===== config.mk =====
export PLATFORM = sky130hd
export DESIGN_NAME = decode_stage
export DESIGN_NICKNAME = d
export VERILOG_FILES = /design/src/source/id_pkg.sv /design/src/source/compressed_expander.sv /design/src/source/instr_decoder.sv /design/src/source/monitor_lane_alloc.sv /design/src/source/decode_stage.sv
export SDC_FILE = /design/constraint.sdc
export NUM_CORES = 1
export LEC_CHECK = 0
export BUFFER_PORTS_ARGS = -buffer_cell sky130_fd_sc_hd__buf_2
export CORE_UTILIZATION = 45
export DETAILED_ROUTE_END_ITERATION = 6
export GPL_TIMING_DRIVEN = 0
export PLACE_DENSITY = 0.72
export SYNTH_ARGS = -nofsm -noshare
export SYNTH_HDL_FRONTEND = slang
export SYNTH_SLANG_ARGS = --single-unit

===== constraint.sdc =====
create_clock -name clk_i -period 5.97 [get_ports clk_i]
set_input_delay 1.194 -clock clk_i [delete_from_list [all_inputs] [get_ports clk_i]]
set_output_delay 1.194 -clock clk_i [all_outputs]
set_load 0.05 [all_outputs]

===== src/source/id_pkg.sv =====
/*
 * shared decode definitions: opcode class enum, field widths,
 * RV32I major opcodes and the monitored-class helper
 */

package id_pkg;

    // ------------------------------------------------------------------------
    // widths
    // ------------------------------------------------------------------------
    // register index and data word
    localparam int unsigned REG_W = 5;
    localparam int unsigned XLEN  = 32;

    // ------------------------------------------------------------------------
    // major opcodes, bits [6:0] of a 32-bit instruction
    // ------------------------------------------------------------------------
    localparam logic [6:0] OPC_LUI    = 7'b0110111;
    localparam logic [6:0] OPC_AUIPC  = 7'b0010111;
    localparam logic [6:0] OPC_JAL    = 7'b1101111;
    localparam logic [6:0] OPC_JALR   = 7'b1100111;
    localparam logic [6:0] OPC_BRANCH = 7'b1100011;
    localparam logic [6:0] OPC_LOAD   = 7'b0000011;
    localparam logic [6:0] OPC_STORE  = 7'b0100011;
    localparam logic [6:0] OPC_IMM    = 7'b0010011;
    localparam logic [6:0] OPC_REG    = 7'b0110011;
    localparam logic [6:0] OPC_SYSTEM = 7'b1110011;

    // decoded opcode class handed to issue
    typedef enum logic [3:0] {
        OP_LUI,
        OP_AUIPC,
        OP_JAL,
        OP_JALR,
        OP_BRANCH,
        OP_LOAD,
        OP_STORE,
        OP_IMM,
        OP_REG,
        OP_SYSTEM,
        OP_ILLEGAL
    } op_class_e;

    // memory and control-flow classes are watched by a runtime monitor
    function automatic logic is_monitored(input op_class_e op);
        return op inside {OP_JAL, OP_JALR, OP_BRANCH, OP_LOAD, OP_STORE};
    endfunction

endpackage


===== src/source/compressed_expander.sv =====
/*
 * RVC expander for c.addi, c.li, c.mv, c.add, c.lw, c.sw, c.j, c.beqz
 * and c.bnez; other 16-bit encodings are flagged illegal
 */

module compressed_expander (
    input  logic [31:0] instr_i,
    output logic [31:0] instr_o,
    output logic        is_compressed_o,
    output logic        illegal_o
);

    // any quadrant other than 2'b11 is a 16-bit instruction
    assign is_compressed_o = (instr_i[1:0] != 2'b11);

    always_comb begin
        // full-width words and unsupported forms pass through as is
        instr_o   = instr_i;
        illegal_o = 1'b0;

        if (is_compressed_o) begin
            // assume unsupported until a form below matches
            illegal_o = 1'b1;
            unique case ({instr_i[1:0], instr_i[15:13]})
                // ------------------------------------------------------------
                // quadrant 0, register fields are x8..x15
                // ------------------------------------------------------------
                // c.lw -> lw rd', uimm(rs1')
                5'b00_010: begin
                    instr_o   = {5'b0, instr_i[5], instr_i[12:10], instr_i[6], 2'b00,
                                 2'b01, instr_i[9:7], 3'b010, 2'b01, instr_i[4:2],
                                 id_pkg::OPC_LOAD};
                    illegal_o = 1'b0;
                end
                // c.sw -> sw rs2', uimm(rs1')
                5'b00_110: begin
                    instr_o   = {5'b0, instr_i[5], instr_i[12], 2'b01, instr_i[4:2],
                                 2'b01, instr_i[9:7], 3'b010, instr_i[11:10], instr_i[6],
                                 2'b00, id_pkg::OPC_STORE};
                    illegal_o = 1'b0;
                end
                // ------------------------------------------------------------
                // quadrant 1
                // ------------------------------------------------------------
                // c.addi -> addi rd, rd, simm6
                5'b01_000: begin
                    instr_o   = {{6{instr_i[12]}}, instr_i[12], instr_i[6:2], instr_i[11:7],
                                 3'b000, instr_i[11:7], id_pkg::OPC_IMM};
                    illegal_o = 1'b0;
                end
                // c.li -> addi rd, x0, simm6
                5'b01_010: begin
                    instr_o   = {{6{instr_i[12]}}, instr_i[12], instr_i[6:2], 5'b0,
                                 3'b000, instr_i[11:7], id_pkg::OPC_IMM};
                    illegal_o = 1'b0;
                end
                // c.j -> jal x0, offset
                // offset bits scattered as [11|4|9:8|10|6|7|3:1|5]
                5'b01_101: begin
                    instr_o   = {instr_i[12], instr_i[8], instr_i[10:9], instr_i[6],
                                 instr_i[7], instr_i[2], instr_i[11], instr_i[5:3],
                                 instr_i[12], {8{instr_i[12]}}, 5'b0, id_pkg::OPC_JAL};
                    illegal_o = 1'b0;
                end
                // c.beqz / c.bnez -> beq / bne rs1', x0, offset
                // funct3 bit 0 comes straight from instr[13]
                5'b01_110, 5'b01_111: begin
                    instr_o   = {{4{instr_i[12]}}, instr_i[6:5], instr_i[2], 5'b0,
                                 2'b01, instr_i[9:7], 2'b00, instr_i[13],
                                 instr_i[11:10], instr_i[4:3], instr_i[12],
                                 id_pkg::OPC_BRANCH};
                    illegal_o = 1'b0;
                end
                // ------------------------------------------------------------
                // quadrant 2, only c.mv and c.add
                // ------------------------------------------------------------
                5'b10_100: begin
                    // rs2 == 0 would be c.jr / c.jalr / c.ebreak, not supported
                    if (instr_i[6:2] != 5'b0) begin
                        // c.add adds rd to itself, c.mv uses x0
                        instr_o   = {7'b0, instr_i[6:2],
                                     instr_i[12] ? instr_i[11:7] : 5'b0,
                                     3'b000, instr_i[11:7], id_pkg::OPC_REG};
                        illegal_o = 1'b0;
                    end
                end
                default: begin
                    // everything else stays illegal
                    instr_o = instr_i;
                end
            endcase
        end
    end

endmodule


===== src/source/instr_decoder.sv =====
/*
 * RV32I decoder: opcode class, register indices and sign-extended
 * immediate of an expanded 32-bit instruction
 */

module instr_decoder (
    input  logic [31:0]                  instr_i,
    input  logic                         c_illegal_i,
    output id_pkg::op_class_e            op_o,
    output logic [id_pkg::REG_W-1:0]     rd_o,
    output logic [id_pkg::REG_W-1:0]     rs1_o,
    output logic [id_pkg::REG_W-1:0]     rs2_o,
    output logic [id_pkg::XLEN-1:0]      imm_o
);

    // ------------------------------------------------------------------------
    // immediate formats, all sign-extended from bit 31
    // ------------------------------------------------------------------------
    logic [id_pkg::XLEN-1:0] imm_i_type;
    logic [id_pkg::XLEN-1:0] imm_s_type;
    logic [id_pkg::XLEN-1:0] imm_b_type;
    logic [id_pkg::XLEN-1:0] imm_u_type;
    logic [id_pkg::XLEN-1:0] imm_j_type;

    assign imm_i_type = {{20{instr_i[31]}}, instr_i[31:20]};
    assign imm_s_type = {{20{instr_i[31]}}, instr_i[31:25], instr_i[11:7]};
    // branch and jump offsets are in half-words, bit 0 is always zero
    assign imm_b_type = {{19{instr_i[31]}}, instr_i[31], instr_i[7], instr_i[30:25],
                         instr_i[11:8], 1'b0};
    assign imm_u_type = {instr_i[31:12], 12'b0};
    assign imm_j_type = {{11{instr_i[31]}}, instr_i[31], instr_i[19:12], instr_i[20],
                         instr_i[30:21], 1'b0};

    // raw register fields
    logic [id_pkg::REG_W-1:0] rd_f;
    logic [id_pkg::REG_W-1:0] rs1_f;
    logic [id_pkg::REG_W-1:0] rs2_f;

    assign rd_f  = instr_i[11:7];
    assign rs1_f = instr_i[19:15];
    assign rs2_f = instr_i[24:20];

    // ------------------------------------------------------------------------
    // class decode
    // ------------------------------------------------------------------------
    always_comb begin
        // unused fields stay zero
        op_o  = id_pkg::OP_ILLEGAL;
        rd_o  = '0;
        rs1_o = '0;
        rs2_o = '0;
        imm_o = '0;

        // an illegal compressed form never reaches the opcode decode
        if (!c_illegal_i) begin
            unique case (instr_i[6:0])
                id_pkg::OPC_LUI: begin
                    op_o  = id_pkg::OP_LUI;
                    rd_o  = rd_f;
                    imm_o = imm_u_type;
                end
                id_pkg::OPC_AUIPC: begin
                    op_o  = id_pkg::OP_AUIPC;
                    rd_o  = rd_f;
                    imm_o = imm_u_type;
                end
                id_pkg::OPC_JAL: begin
                    op_o  = id_pkg::OP_JAL;
                    rd_o  = rd_f;
                    imm_o = imm_j_type;
                end
                id_pkg::OPC_JALR: begin
                    op_o  = id_pkg::OP_JALR;
                    rd_o  = rd_f;
                    rs1_o = rs1_f;
                    imm_o = imm_i_type;
                end
                // branches and stores write no register
                id_pkg::OPC_BRANCH: begin
                    op_o  = id_pkg::OP_BRANCH;
                    rs1_o = rs1_f;
                    rs2_o = rs2_f;
                    imm_o = imm_b_type;
                end
                id_pkg::OPC_STORE: begin
                    op_o  = id_pkg::OP_STORE;
                    rs1_o = rs1_f;
                    rs2_o = rs2_f;
                    imm_o = imm_s_type;
                end
                id_pkg::OPC_LOAD: begin
                    op_o  = id_pkg::OP_LOAD;
                    rd_o  = rd_f;
                    rs1_o = rs1_f;
                    imm_o = imm_i_type;
                end
                id_pkg::OPC_IMM: begin
                    op_o  = id_pkg::OP_IMM;
                    rd_o  = rd_f;
                    rs1_o = rs1_f;
                    imm_o = imm_i_type;
                end
                // register-register ops carry no immediate
                id_pkg::OPC_REG: begin
                    op_o  = id_pkg::OP_REG;
                    rd_o  = rd_f;
                    rs1_o = rs1_f;
                    rs2_o = rs2_f;
                end
                // csr number / funct12 rides in the I immediate
                id_pkg::OPC_SYSTEM: begin
                    op_o  = id_pkg::OP_SYSTEM;
                    rd_o  = rd_f;
                    rs1_o = rs1_f;
                    imm_o = imm_i_type;
                end
                default: begin
                    op_o = id_pkg::OP_ILLEGAL;
                end
            endcase
        end
    end

endmodule


===== src/source/monitor_lane_alloc.sv =====
/*
 * runtime-monitor lane allocator, lowest free lane first,
 * lanes held busy until the monitor releases them
 */

module monitor_lane_alloc #(
    parameter int unsigned NUM_LANES = 4
) (
    input  logic                                 clk_i,
    input  logic                                 rst_ni,
    input  id_pkg::op_class_e                    op_i,
    input  logic                                 accept_i,
    input  logic [NUM_LANES-1:0]                 lane_release_i,
    output logic                                 lane_grant_o,
    output logic [$clog2(NUM_LANES > 1 ? NUM_LANES : 2)-1:0] lane_id_o,
    output logic [NUM_LANES-1:0]                 lanes_busy_o
);

    localparam int unsigned LANE_W = $clog2(NUM_LANES > 1 ? NUM_LANES : 2);

    logic [NUM_LANES-1:0] busy_q;
    logic [NUM_LANES-1:0] busy_d;
    logic [NUM_LANES-1:0] grant_mask;
    logic [LANE_W-1:0]    free_id;
    logic                 free_found;

    // priority search, lowest index wins
    always_comb begin
        free_found = 1'b0;
        free_id    = '0;
        for (int i = 0; i < NUM_LANES; i++) begin
            if (!busy_q[i] && !free_found) begin
                free_found = 1'b1;
                free_id    = LANE_W'(i);
            end
        end
    end

    // no free lane just means no grant, the stage keeps going
    assign lane_grant_o = accept_i && id_pkg::is_monitored(op_i) && free_found;
    assign lane_id_o    = lane_grant_o ? free_id : '0;
    assign grant_mask   = lane_grant_o ? (NUM_LANES'(1) << free_id) : '0;

    // release first, then the grant sets its bit again
    assign busy_d = (busy_q & ~lane_release_i) | grant_mask;

    always_ff @(posedge clk_i or negedge rst_ni) begin
        if (!rst_ni) begin
            busy_q <= '0;
        end else begin
            busy_q <= busy_d;
        end
    end

    assign lanes_busy_o = busy_q;

endmodule


===== src/source/decode_stage.sv =====
/*
 * decode stage top: expander, decoder and lane allocator behind
 * the fetch valid/ready handshake, plus the issue register
 */

module decode_stage #(
    parameter int unsigned NUM_LANES = 4
) (
    input  logic                                 clk_i,
    input  logic                                 rst_ni,
    input  logic                                 flush_i,
    // fetch side
    input  logic [31:0]                          fetch_instr_i,
    input  logic [31:0]                          fetch_pc_i,
    input  logic                                 fetch_valid_i,
    output logic                                 fetch_ready_o,
    // issue side
    input  logic                                 issue_ack_i,
    output logic                                 issue_valid_o,
    output id_pkg::op_class_e                    issue_op_o,
    output logic [id_pkg::REG_W-1:0]             issue_rd_o,
    output logic [id_pkg::REG_W-1:0]             issue_rs1_o,
    output logic [id_pkg::REG_W-1:0]             issue_rs2_o,
    output logic [id_pkg::XLEN-1:0]              issue_imm_o,
    output logic [31:0]                          issue_pc_o,
    output logic                                 issue_compressed_o,
    output logic                                 issue_ctrl_flow_o,
    output logic                                 issue_lane_valid_o,
    output logic [$clog2(NUM_LANES > 1 ? NUM_LANES : 2)-1:0] issue_lane_id_o,
    // monitors
    input  logic [NUM_LANES-1:0]                 lane_release_i,
    output logic [NUM_LANES-1:0]                 lanes_busy_o
);

    localparam int unsigned LANE_W = $clog2(NUM_LANES > 1 ? NUM_LANES : 2);

    logic [31:0]              instr_exp;
    logic                     is_compressed;
    logic                     c_illegal;
    id_pkg::op_class_e        dec_op;
    logic [id_pkg::REG_W-1:0] dec_rd;
    logic [id_pkg::REG_W-1:0] dec_rs1;
    logic [id_pkg::REG_W-1:0] dec_rs2;
    logic [id_pkg::XLEN-1:0]  dec_imm;
    logic                     lane_grant;
    logic [LANE_W-1:0]        lane_id;
    logic                     accept;
    logic                     issue_valid_q;

    // ------------------------------------------------------------------------
    // expand, decode, allocate
    // ------------------------------------------------------------------------
    compressed_expander u_expander (
        .instr_i         (fetch_instr_i),
        .instr_o         (instr_exp),
        .is_compressed_o (is_compressed),
        .illegal_o       (c_illegal)
    );

    instr_decoder u_decoder (
        .instr_i     (instr_exp),
        .c_illegal_i (c_illegal),
        .op_o        (dec_op),
        .rd_o        (dec_rd),
        .rs1_o       (dec_rs1),
        .rs2_o       (dec_rs2),
        .imm_o       (dec_imm)
    );

    // room when empty, or when issue is draining the entry this cycle
    assign fetch_ready_o = !issue_valid_q || issue_ack_i;
    assign accept        = fetch_valid_i && fetch_ready_o;

    monitor_lane_alloc #(
        .NUM_LANES (NUM_LANES)
    ) u_lane_alloc (
        .clk_i          (clk_i),
        .rst_ni         (rst_ni),
        .op_i           (dec_op),
        .accept_i       (accept),
        .lane_release_i (lane_release_i),
        .lane_grant_o   (lane_grant),
        .lane_id_o      (lane_id),
        .lanes_busy_o   (lanes_busy_o)
    );

    // ------------------------------------------------------------------------
    // issue register
    // ------------------------------------------------------------------------
    // flush beats a same-cycle accept, accept beats ack
    always_ff @(posedge clk_i or negedge rst_ni) begin
        if (!rst_ni) begin
            issue_valid_q <= 1'b0;
        end else if (flush_i) begin
            issue_valid_q <= 1'b0;
        end else if (accept) begin
            issue_valid_q <= 1'b1;
        end else if (issue_ack_i) begin
            issue_valid_q <= 1'b0;
        end
    end

    // payload only loads on accept, held stable otherwise
    always_ff @(posedge clk_i) begin
        if (accept) begin
            issue_op_o         <= dec_op;
            issue_rd_o         <= dec_rd;
            issue_rs1_o        <= dec_rs1;
            issue_rs2_o        <= dec_rs2;
            issue_imm_o        <= dec_imm;
            issue_pc_o         <= fetch_pc_i;
            issue_compressed_o <= is_compressed;
            issue_lane_valid_o <= lane_grant;
            issue_lane_id_o    <= lane_id;
        end
    end

    assign issue_valid_o     = issue_valid_q;
    // jumps and branches redirect the pc
    assign issue_ctrl_flow_o = issue_op_o inside {id_pkg::OP_JAL, id_pkg::OP_JALR,
                                                  id_pkg::OP_BRANCH};

endmodule


# After elaboration in Yosys (flattened, before gate mapping)
# Cells that the tools add are included.
# classes
n_mux	21
n_bitwise	6
n_shift	1
reduce_logical	27
eq_ne	27
# ops
op	n
32-bit one-hot mux with 7 select lines	1
32-bit one-hot mux with 5 select lines	1
32-bit 2-to-1 mux	2
4-bit one-hot mux with 10 select lines	1
7-bit equality test (second input constant)	4
5-bit by 4-bit equality test with 1-bit output (second input constant)	5
7-bit by 6-bit equality test with 1-bit output (second input constant)	3
4-bit by 2-bit equality test with 1-bit output (second input constant)	4
4-bit by 3-bit equality test with 1-bit output (second input constant)	4
7-bit by 5-bit equality test with 1-bit output (second input constant)	2
7-bit OR reduction	2
1-bit 2-to-1 mux	10
5-bit nonzero test	2
2-bit OR reduction	5
4-bit 2-to-1 mux	2
8-bit OR reduction	1
7-bit by 2-bit equality test with 1-bit output (second input constant)	1
1-bit logical AND	6
1-bit logical NOT	6
3-bit nonzero test	2
5-bit by 2-bit equality test with 1-bit output (second input constant)	1
5-bit by 3-bit equality test with 1-bit output (second input constant)	1
5-bit equality test (second input constant)	1
5-bit 2-to-1 mux	1
other kinds (11)	14
# totals
wordCells	93
ff_bits	92
out_inout_bits	94

# Logic depth before layout (Yosys ltp)
# Gate-level depths: netlist of the first run.
# depth
depth_word	13
depth_mapped	11
mapped_depth_nobuf	7

# Hierarchy
# A second synthesis of the first run with hierarchy kept.
# hier_totals
cells_unflattened	397
hier_area_um2	4742.0
# by_module_without_submodules
module	area_per_inst_um2	cells_each	n_inst
decode_stage	2680.1	95	1
instr_decoder	977.2	156	1
compressed_expander	839.6	125	1
monitor_lane_alloc	245.2	21	1

# Least setup slack after synthesis of the first run
# OpenSTA, ideal clock, no wires.
# synth_timing
path_kind	in2reg
start	in issue_ack_i
end	reg issue_compressed_o (enable)
path_stages	3
slack_ns	2.018
required_ns	5.530
setup_ns	0.440
t_arrival_ns	3.512
path_cell_list	nand2b_1 nand2_1 inv_1
# synth_via
elab_chain_len	2
# synth_rtl
element	line_no	source
start, declared	decode_stage.sv:18	input logic issue_ack_i,
1-bit logical OR	decode_stage.sv:71	assign fetch_ready_o = !issue_valid_q || issue_ack_i;
1-bit logical AND	decode_stage.sv:72	assign accept = fetch_valid_i && fetch_ready_o;
named net accept	decode_stage.sv:47	logic accept;
end signal, assigned	decode_stage.sv:112	issue_compressed_o <= is_compressed;
end, declared	decode_stage.sv:26	output logic issue_compressed_o,
# The timed path passes the listed nets, and every way through them passes these cells.
# A chain may end at the register's enable or synchronous reset.

# Final worst setup path of the first run
# layout_timing
start	in fetch_instr_i[13]
end	reg issue_imm_o[16] in the netlist's numbering, data pin
# layout_via
elab_chain_len	7
word_cells_on_any_way	26
classes_between	eq/ne: 17; mux: 5; reduce/logical: 4
# layout_rtl
element	line_no	source
start, declared	decode_stage.sv:13	input logic [31:0] fetch_instr_i,
5-bit by 4-bit equality test with 1-bit output	compressed_expander.sv:24	unique case ({instr_i[1:0], instr_i[15:13]})
2-bit OR reduction	compressed_expander.sv:24	
32-bit one-hot mux with 7 select lines	compressed_expander.sv:24	
32-bit 2-to-1 mux	compressed_expander.sv:21	if (is_compressed_o) begin
7-bit equality test, or another cell as far along	instr_decoder.sv:56	unique case (instr_i[6:0])
4-bit OR reduction (no line) or 2-bit OR reduction (tied branches)	n/a	
32-bit one-hot mux with 5 select lines	instr_decoder.sv:56	
end signal, assigned	decode_stage.sv:110	issue_imm_o <= dec_imm;
end, declared	decode_stage.sv:24	output logic [id_pkg::XLEN-1:0] issue_imm_o,
# Parallel ways exist; a longest one is shown, timed or not.

==> flow_metrics.tcl, run 1 <==
set metrics [dict create \
    drt-total-wl_um 12900 \
    place_congestion 0.920 \
    maxCapViolCount 0 \
    viasPerCell 5.65 \
    insertion_delay_ns 0.36 \
    grt_pass1_vias 3711 \
    worst_slew_pin_slew_ns 0.944 \
    cts_buffers 9 \
    power.density_nw_per_um2 275 \
    critical_path_required_ns 6.05 \
    cts.hold.buffers_added 0 \
    worstPathMaxFanout 10 \
    power_mw 1.60 \
    final_common_cell "buf_2" \
    worstPathArrival_ns 3.83 \
    antenna_cells 0 \
    clkSinkCount 92 \
    synth_area_leaders "edfxtp_1, nor2_1, o21ai_0" \
    status "finished clean" \
    cts_tree "built" \
    ant_nets 0 \
    antenna_found_initial 0 \
    h-tree-depth 3 \
    fin_setup_tns_ns 0 \
    wl_per_cell_um 18.3 \
    io_pins 167 \
    firstDrtPassIters 5 \
    synth_cell_types 74 \
    yosys_warnings 0 \
    hold_class "flip-flop to flip-flop" \
    final_nets 641 \
    synth_edf_count 87 \
    clock-root-buffer "clkbuf_8" \
    yosysTopAreaCellShare 0.563 \
    setup-violations-final 0 \
    mostFrequentLayoutCells "buf_2, edfxtp_1, nor2_1" \
    rsz0062_at_grt "false" \
    initial_core_util 0.470 \
    cts_resized 0 \
    clockBufferDepth 2 \
    async_flop_share 0.0543 \
    synth_top_flop_cell "edfxtp_1" \
    dpl_cell_area_um2 5660 \
    final.period_utilization 0.628 \
    syn_area_um2 4640 \
    drv_slew 0 \
    drtIter0Drc 348 \
    worstSetupPathType "input pin to flip-flop" \
    dp_hpwl_um 9940 \
    fin_crit_ns 3.75 \
    std_cell_rows 36 \
    syn_inst 391 \
    die_y_um 104 \
    yosysSeqAreaShare 0.590 \
    postCtsSetupBuffers 0 \
    clock_skew_ns 0.0100 \
    ys_ff_latch 92 \
    grt_pass1_wl_um 20000 \
    hold_violations 0 \
    syn_area_per_cell_um2 11.9 \
    crit_path_start_kind "input pin" \
    num_vias 3977 \
    clk_pin_slew_worst_paths_ns 0.09 \
    dieWidth_um 104 \
    grt_util_all_layers 0.243 \
    drc 0 \
    ir_drop_mv 0.129 \
    post-synth-top-area-cell "edfxtp_1" \
    io_buffers 165 \
    grt_max_degree 83 \
    drive_gt1_frac 0.391 \
    synth.net_count 464 \
    fp.dieArea_um2 10700 \
    core_area_um2 9860 \
    slew_headroom 0.366 \
    fmax_ghz 0.267 \
    syn_to_final_growth_pct 25.9 \
    grt_remaining_overflow 0 \
    power_leakage_nw 2.36 \
    final_area_um2 5840 \
    end_kind "flip-flop" \
]
[Yosys cell counts (3+ instances only)]
library cell and number:
edfxtp_1 87, nor2_1 43, nand2_1 28, o21ai_0 27, a21oi_1 18, o21ai_1 13, nand3_1 11, a221oi_1 9
buf_2 8, clkbuf_1 8, nor3_1 8, inv_1 7, o22ai_1 7, and2_1 6, nand3b_1 6, nor2b_1 6
and3_1 5, dfrtp_1 5, nand2b_1 5, a211oi_1 4, o211ai_1 4, a211o_1 3, a21o_1 3, a222oi_1 3
a32oi_1 3, or3_1 3
[where the power goes]
group          switching (mW)  total (mW)  internal [mW]
Combinational           0.326       0.435          0.110
Clock                   0.207       0.394          0.188
Sequential             0.0136       0.775          0.761
Total                   0.546        1.60           1.06
[cell type report]
cell class | instances | area, um^2
fill | 839 | 4020
sequential | 92 | 2740
multi-input combinational | 274 | 1790
timing repair buffer | 166 | 853
tap | 133 | 166
clock buffer | 9 | 124
buffer | 18 | 82.6
clock inverter | 5 | 55.1
inverter | 7 | 28.8
[cell families after synthesis]
kind of cell	share of synthesized area
mux	0.00458
flops	0.590
buf+inv	0.0235
compound gates	0.215
simple gates	0.167
[worst max-delay path, cell delays in order]
cell       delay [ns]
buf_2            0.11
buf_2            0.18
nor4b_4          0.44
nand2_1          0.24
o221a_2          0.36
o21ai_0          0.52
a21oi_1          0.16
o2111ai_2        0.45
o21ai_0          0.17
[per-layer routing]
layer,track usage,vias up,wire length (um)
li1,-,1887,-
met1,0.314,1873,5520
met2,0.398,200,6140
met3,0.0636,17,1000
met4,0.0766,0,209
met5,0,-,0
[sequential cells by signal, summed over array words and instances, names as in the netlist, 2 cells and up]
register / cells
issue_imm_o: 32
issue_pc_o: 32
issue_rd_o: 5
issue_rs1_o: 5
issue_rs2_o: 5
issue_op_o: 4
u_lane_alloc.lanes_busy_o: 4
issue_lane_id_o: 2
[path summary, 6_finish.rpt]
kind                            depth (start not counted)  slack, ns                                endpoint                                   start
worst max-delay path                                    9       2.22           issue_imm_o[16]$_SDFFCE_PP0P_                       fetch_instr_i[13]
worst min-delay path                                    2       0.59  u_lane_alloc.lanes_busy_o[2]$_DFF_PN0_  u_lane_alloc.lanes_busy_o[2]$_DFF_PN0_
worst max register to register                          4       4.45           issue_imm_o[19]$_SDFFCE_PP0P_               issue_valid_o$_DFFE_PN0P_
worst min register to register                          2       0.59  u_lane_alloc.lanes_busy_o[2]$_DFF_PN0_  u_lane_alloc.lanes_busy_o[2]$_DFF_PN0_
max in group asynchronous                               1       5.22  u_lane_alloc.lanes_busy_o[3]$_DFF_PN0_                                  rst_ni
min in group asynchronous                               1       0.63  u_lane_alloc.lanes_busy_o[1]$_DFF_PN0_                                  rst_ni
[per-stage QoR]
step / hold slack, ns / setup WS, ns / utilization / cells
6_report: 0.585 / 2.22 / 0.592 / 704
5_1_grt: 0.618 / 2.05 / 0.592 / 704
4_1_cts: 0.593 / 2.31 / 0.592 / 704
3_5_place_dp: 0.571 / 1.93 / 0.574 / 690
3_3_place_gp: 0.557 / 1.69 / 0.571 / 689
2_1_floorplan: 0.835 / 2.02 / - / 391
Power figures use the tool's default switching activity.
==> run 2: changes to the inputs <==
PLACE_DENSITY = 0.74   (was 0.72)
clock period = 3.3 ns   (was 5.97 ns; I/O delays follow)
==> run 2 against run 1 <==
Utilization decreased by 0.10 points. Routed wire length increased by 0.65%. Sequential power increased by 81%. Design area decreased by 0.17%. First-iteration DRC count decreased by 11%. Die area unchanged. Largest cell class unchanged. Critical path type unchanged. Clock power increased by 62%. Highest routed layer unchanged.
==> flow_metrics.tcl, run 2 (synthesized netlist as in run 1, its figures left out) <==
set metrics [dict create \
    grt_pass1_wl_um 20500 \
    std_cell_rows 36 \
    power_leakage_nw 2.35 \
    final_common_cell "buf_2" \
    status "finished clean" \
    postCtsSetupBuffers 0 \
    grt_max_degree 48 \
    hold_violations 0 \
    worst_slew_pin_slew_ns 0.969 \
    io_pins 167 \
    fin_util 0.591 \
    crit_buf_inv 2 \
    power.density_nw_per_um2 486 \
    reg2reg_slack_ns 1.68 \
    mostFrequentLayoutCells "buf_2, edfxtp_1, nor2_1" \
    io_buffers 165 \
    num_vias 4039 \
    viasPerCell 5.73 \
    drc 0 \
    cts.hold.buffers_added 0 \
    clockBufferDepth 2 \
    syn_to_final_growth_pct 25.7 \
    initial_core_util 0.470 \
    final_nets 642 \
    setup-violations-final 0 \
    fin_setup_tns_ns 0 \
    worstPathArrival_ns 3.11 \
    critical_path_required_ns 3.38 \
    ir_drop_mv 0.204 \
    top_regs "issue_imm_o (32), issue_pc_o (32)" \
    crit_family "compound AO/OA/AOI/OAI gates" \
    fillCellCount 855 \
    ant_nets 0 \
    cts_buffers 9 \
    antenna_cells 0 \
    drive_gt1_frac 0.392 \
    grt_pass1_vias 3803 \
    fin_crit_ns 3.03 \
    cts_resized 0 \
    final.period_utilization 0.917 \
    slew_headroom 0.349 \
    crit_path_start_kind "input pin" \
    maxCapViolCount 0 \
    insertion_delay_ns 0.36 \
    wl_per_cell_um 18.4 \
    regArea_um2 2740 \
    dp_hpwl_um 10000 \
    firstDrtPassIters 6 \
    placed_cells 691 \
    worstPathMaxFanout 10 \
    worstSetupPathType "input pin to flip-flop" \
    multi_input_area_um2 1790 \
    dieWidth_um 104 \
    cts_tree "built" \
    end_kind "flip-flop" \
    max_stage_delay_ns 0.42 \
    grt_util_all_layers 0.247 \
    drv_slew 0 \
    finalNonFillerCells 705 \
    clk_pin_slew_worst_paths_ns 0.09 \
    clock_skew_ns 0.0172 \
    fmax_ghz 0.330 \
    crit_chain "buf_2, buf_2, nor4b_4, nand2_1, o221a_2, o21ai_0, a21oi_1, o2111ai_2, o21ai_0" \
    core_area_um2 9860 \
    drtIter0Drc 308 \
    h-tree-depth 3 \
    place_congestion 0.916 \
    clock-root-buffer "clkbuf_8" \
    die_y_um 104 \
    hold_class "input pin to asynchronous set/reset pin" \
    rsz0062_at_grt "false" \
    fp.dieArea_um2 10700 \
    antenna_found_initial 0 \
    clkSinkCount 92 \
    grt_remaining_overflow 0 \
    slowest_stage "o21ai_0" \
    drt-total-wl_um 12900 \
]
-- run 2: cell types whose count changed in the layout (fill, tap and decap cells not counted) --
cell | previous run | this run
bufinv_16 | 1 | 0
buf_12 | 0 | 2
inv_4 | 1 | 0
clkinv_4 | 2 | 1
buf_16 | 1 | 0
clkinvlp_4 | 0 | 3
-- run 2: power breakdown --
part | internal, mW | total, mW | switching [mW] | leakage, nW
clock | 0.261 | 0.637 | 0.376 | 0.0723
combinational | 0.200 | 0.794 | 0.594 | 1.35
sequential | 1.38 | 1.40 | 0.0232 | 0.922
-- run 2: path summary, 6_finish.rpt --
path | to | cells past startpoint | from
min | u_lane_alloc.lanes_busy_o[1]$_DFF_PN0_ | 1 | rst_ni
min reg2reg | issue_valid_o$_DFFE_PN0P_ | 2 | issue_valid_o$_DFFE_PN0P_
max reg2reg | issue_imm_o[8]$_SDFFCE_PP0P_ | 5 | issue_valid_o$_DFFE_PN0P_
max | issue_imm_o[15]$_SDFFCE_PP0P_ | 9 | fetch_instr_i[13]
min in group clk_i | issue_valid_o$_DFFE_PN0P_ | 2 | flush_i
max in group asynchronous | u_lane_alloc.lanes_busy_o[3]$_DFF_PN0_ | 1 | rst_ni
-- run 2: final cells by class --
class | count | share of cell area
timing repair buffer | 167 | 0.148
inverter | 7 | 0.00515
sequential | 92 | 0.470
buffer | 18 | 0.0142
clock buffer | 9 | 0.0212
tap | 133 | 0.0285
multi-input combinational | 274 | 0.308
clock inverter | 5 | 0.00536
-- run 2: layer usage --
metal	share of wire	global-route usage
met5	0	0
met4	0.025	0.0994
met3	0.077	0.0359
met2	0.48	0.410
met1	0.42	0.326
-- run 2: metrics by stage --
stage / hold WS, ns / cell area (um^2) / worst slack [ns] / total power [mW]
CTS: 0.0859 / 5830 / 0.281 / 2.84
floorplan: 0.364 / 4640 / 0.271 / 1.99
global route: 0.0916 / 5830 / 0.00588 / 2.94
detailed placement: 0.485 / 5680 / -0.111 / 2.22
global placement: 0.478 / 5640 / -0.101 / 2.20
finish: 0.0920 / 5830 / 0.274 / 2.83
-- run 2: worst reg2reg max path, delay by kind of cell (launching register included) --
family / cells / cell delay, ns
buffers and inverters: 3 / 0.65
and+or+nand+nor: 2 / 0.24
DFF: 1 / 0.39
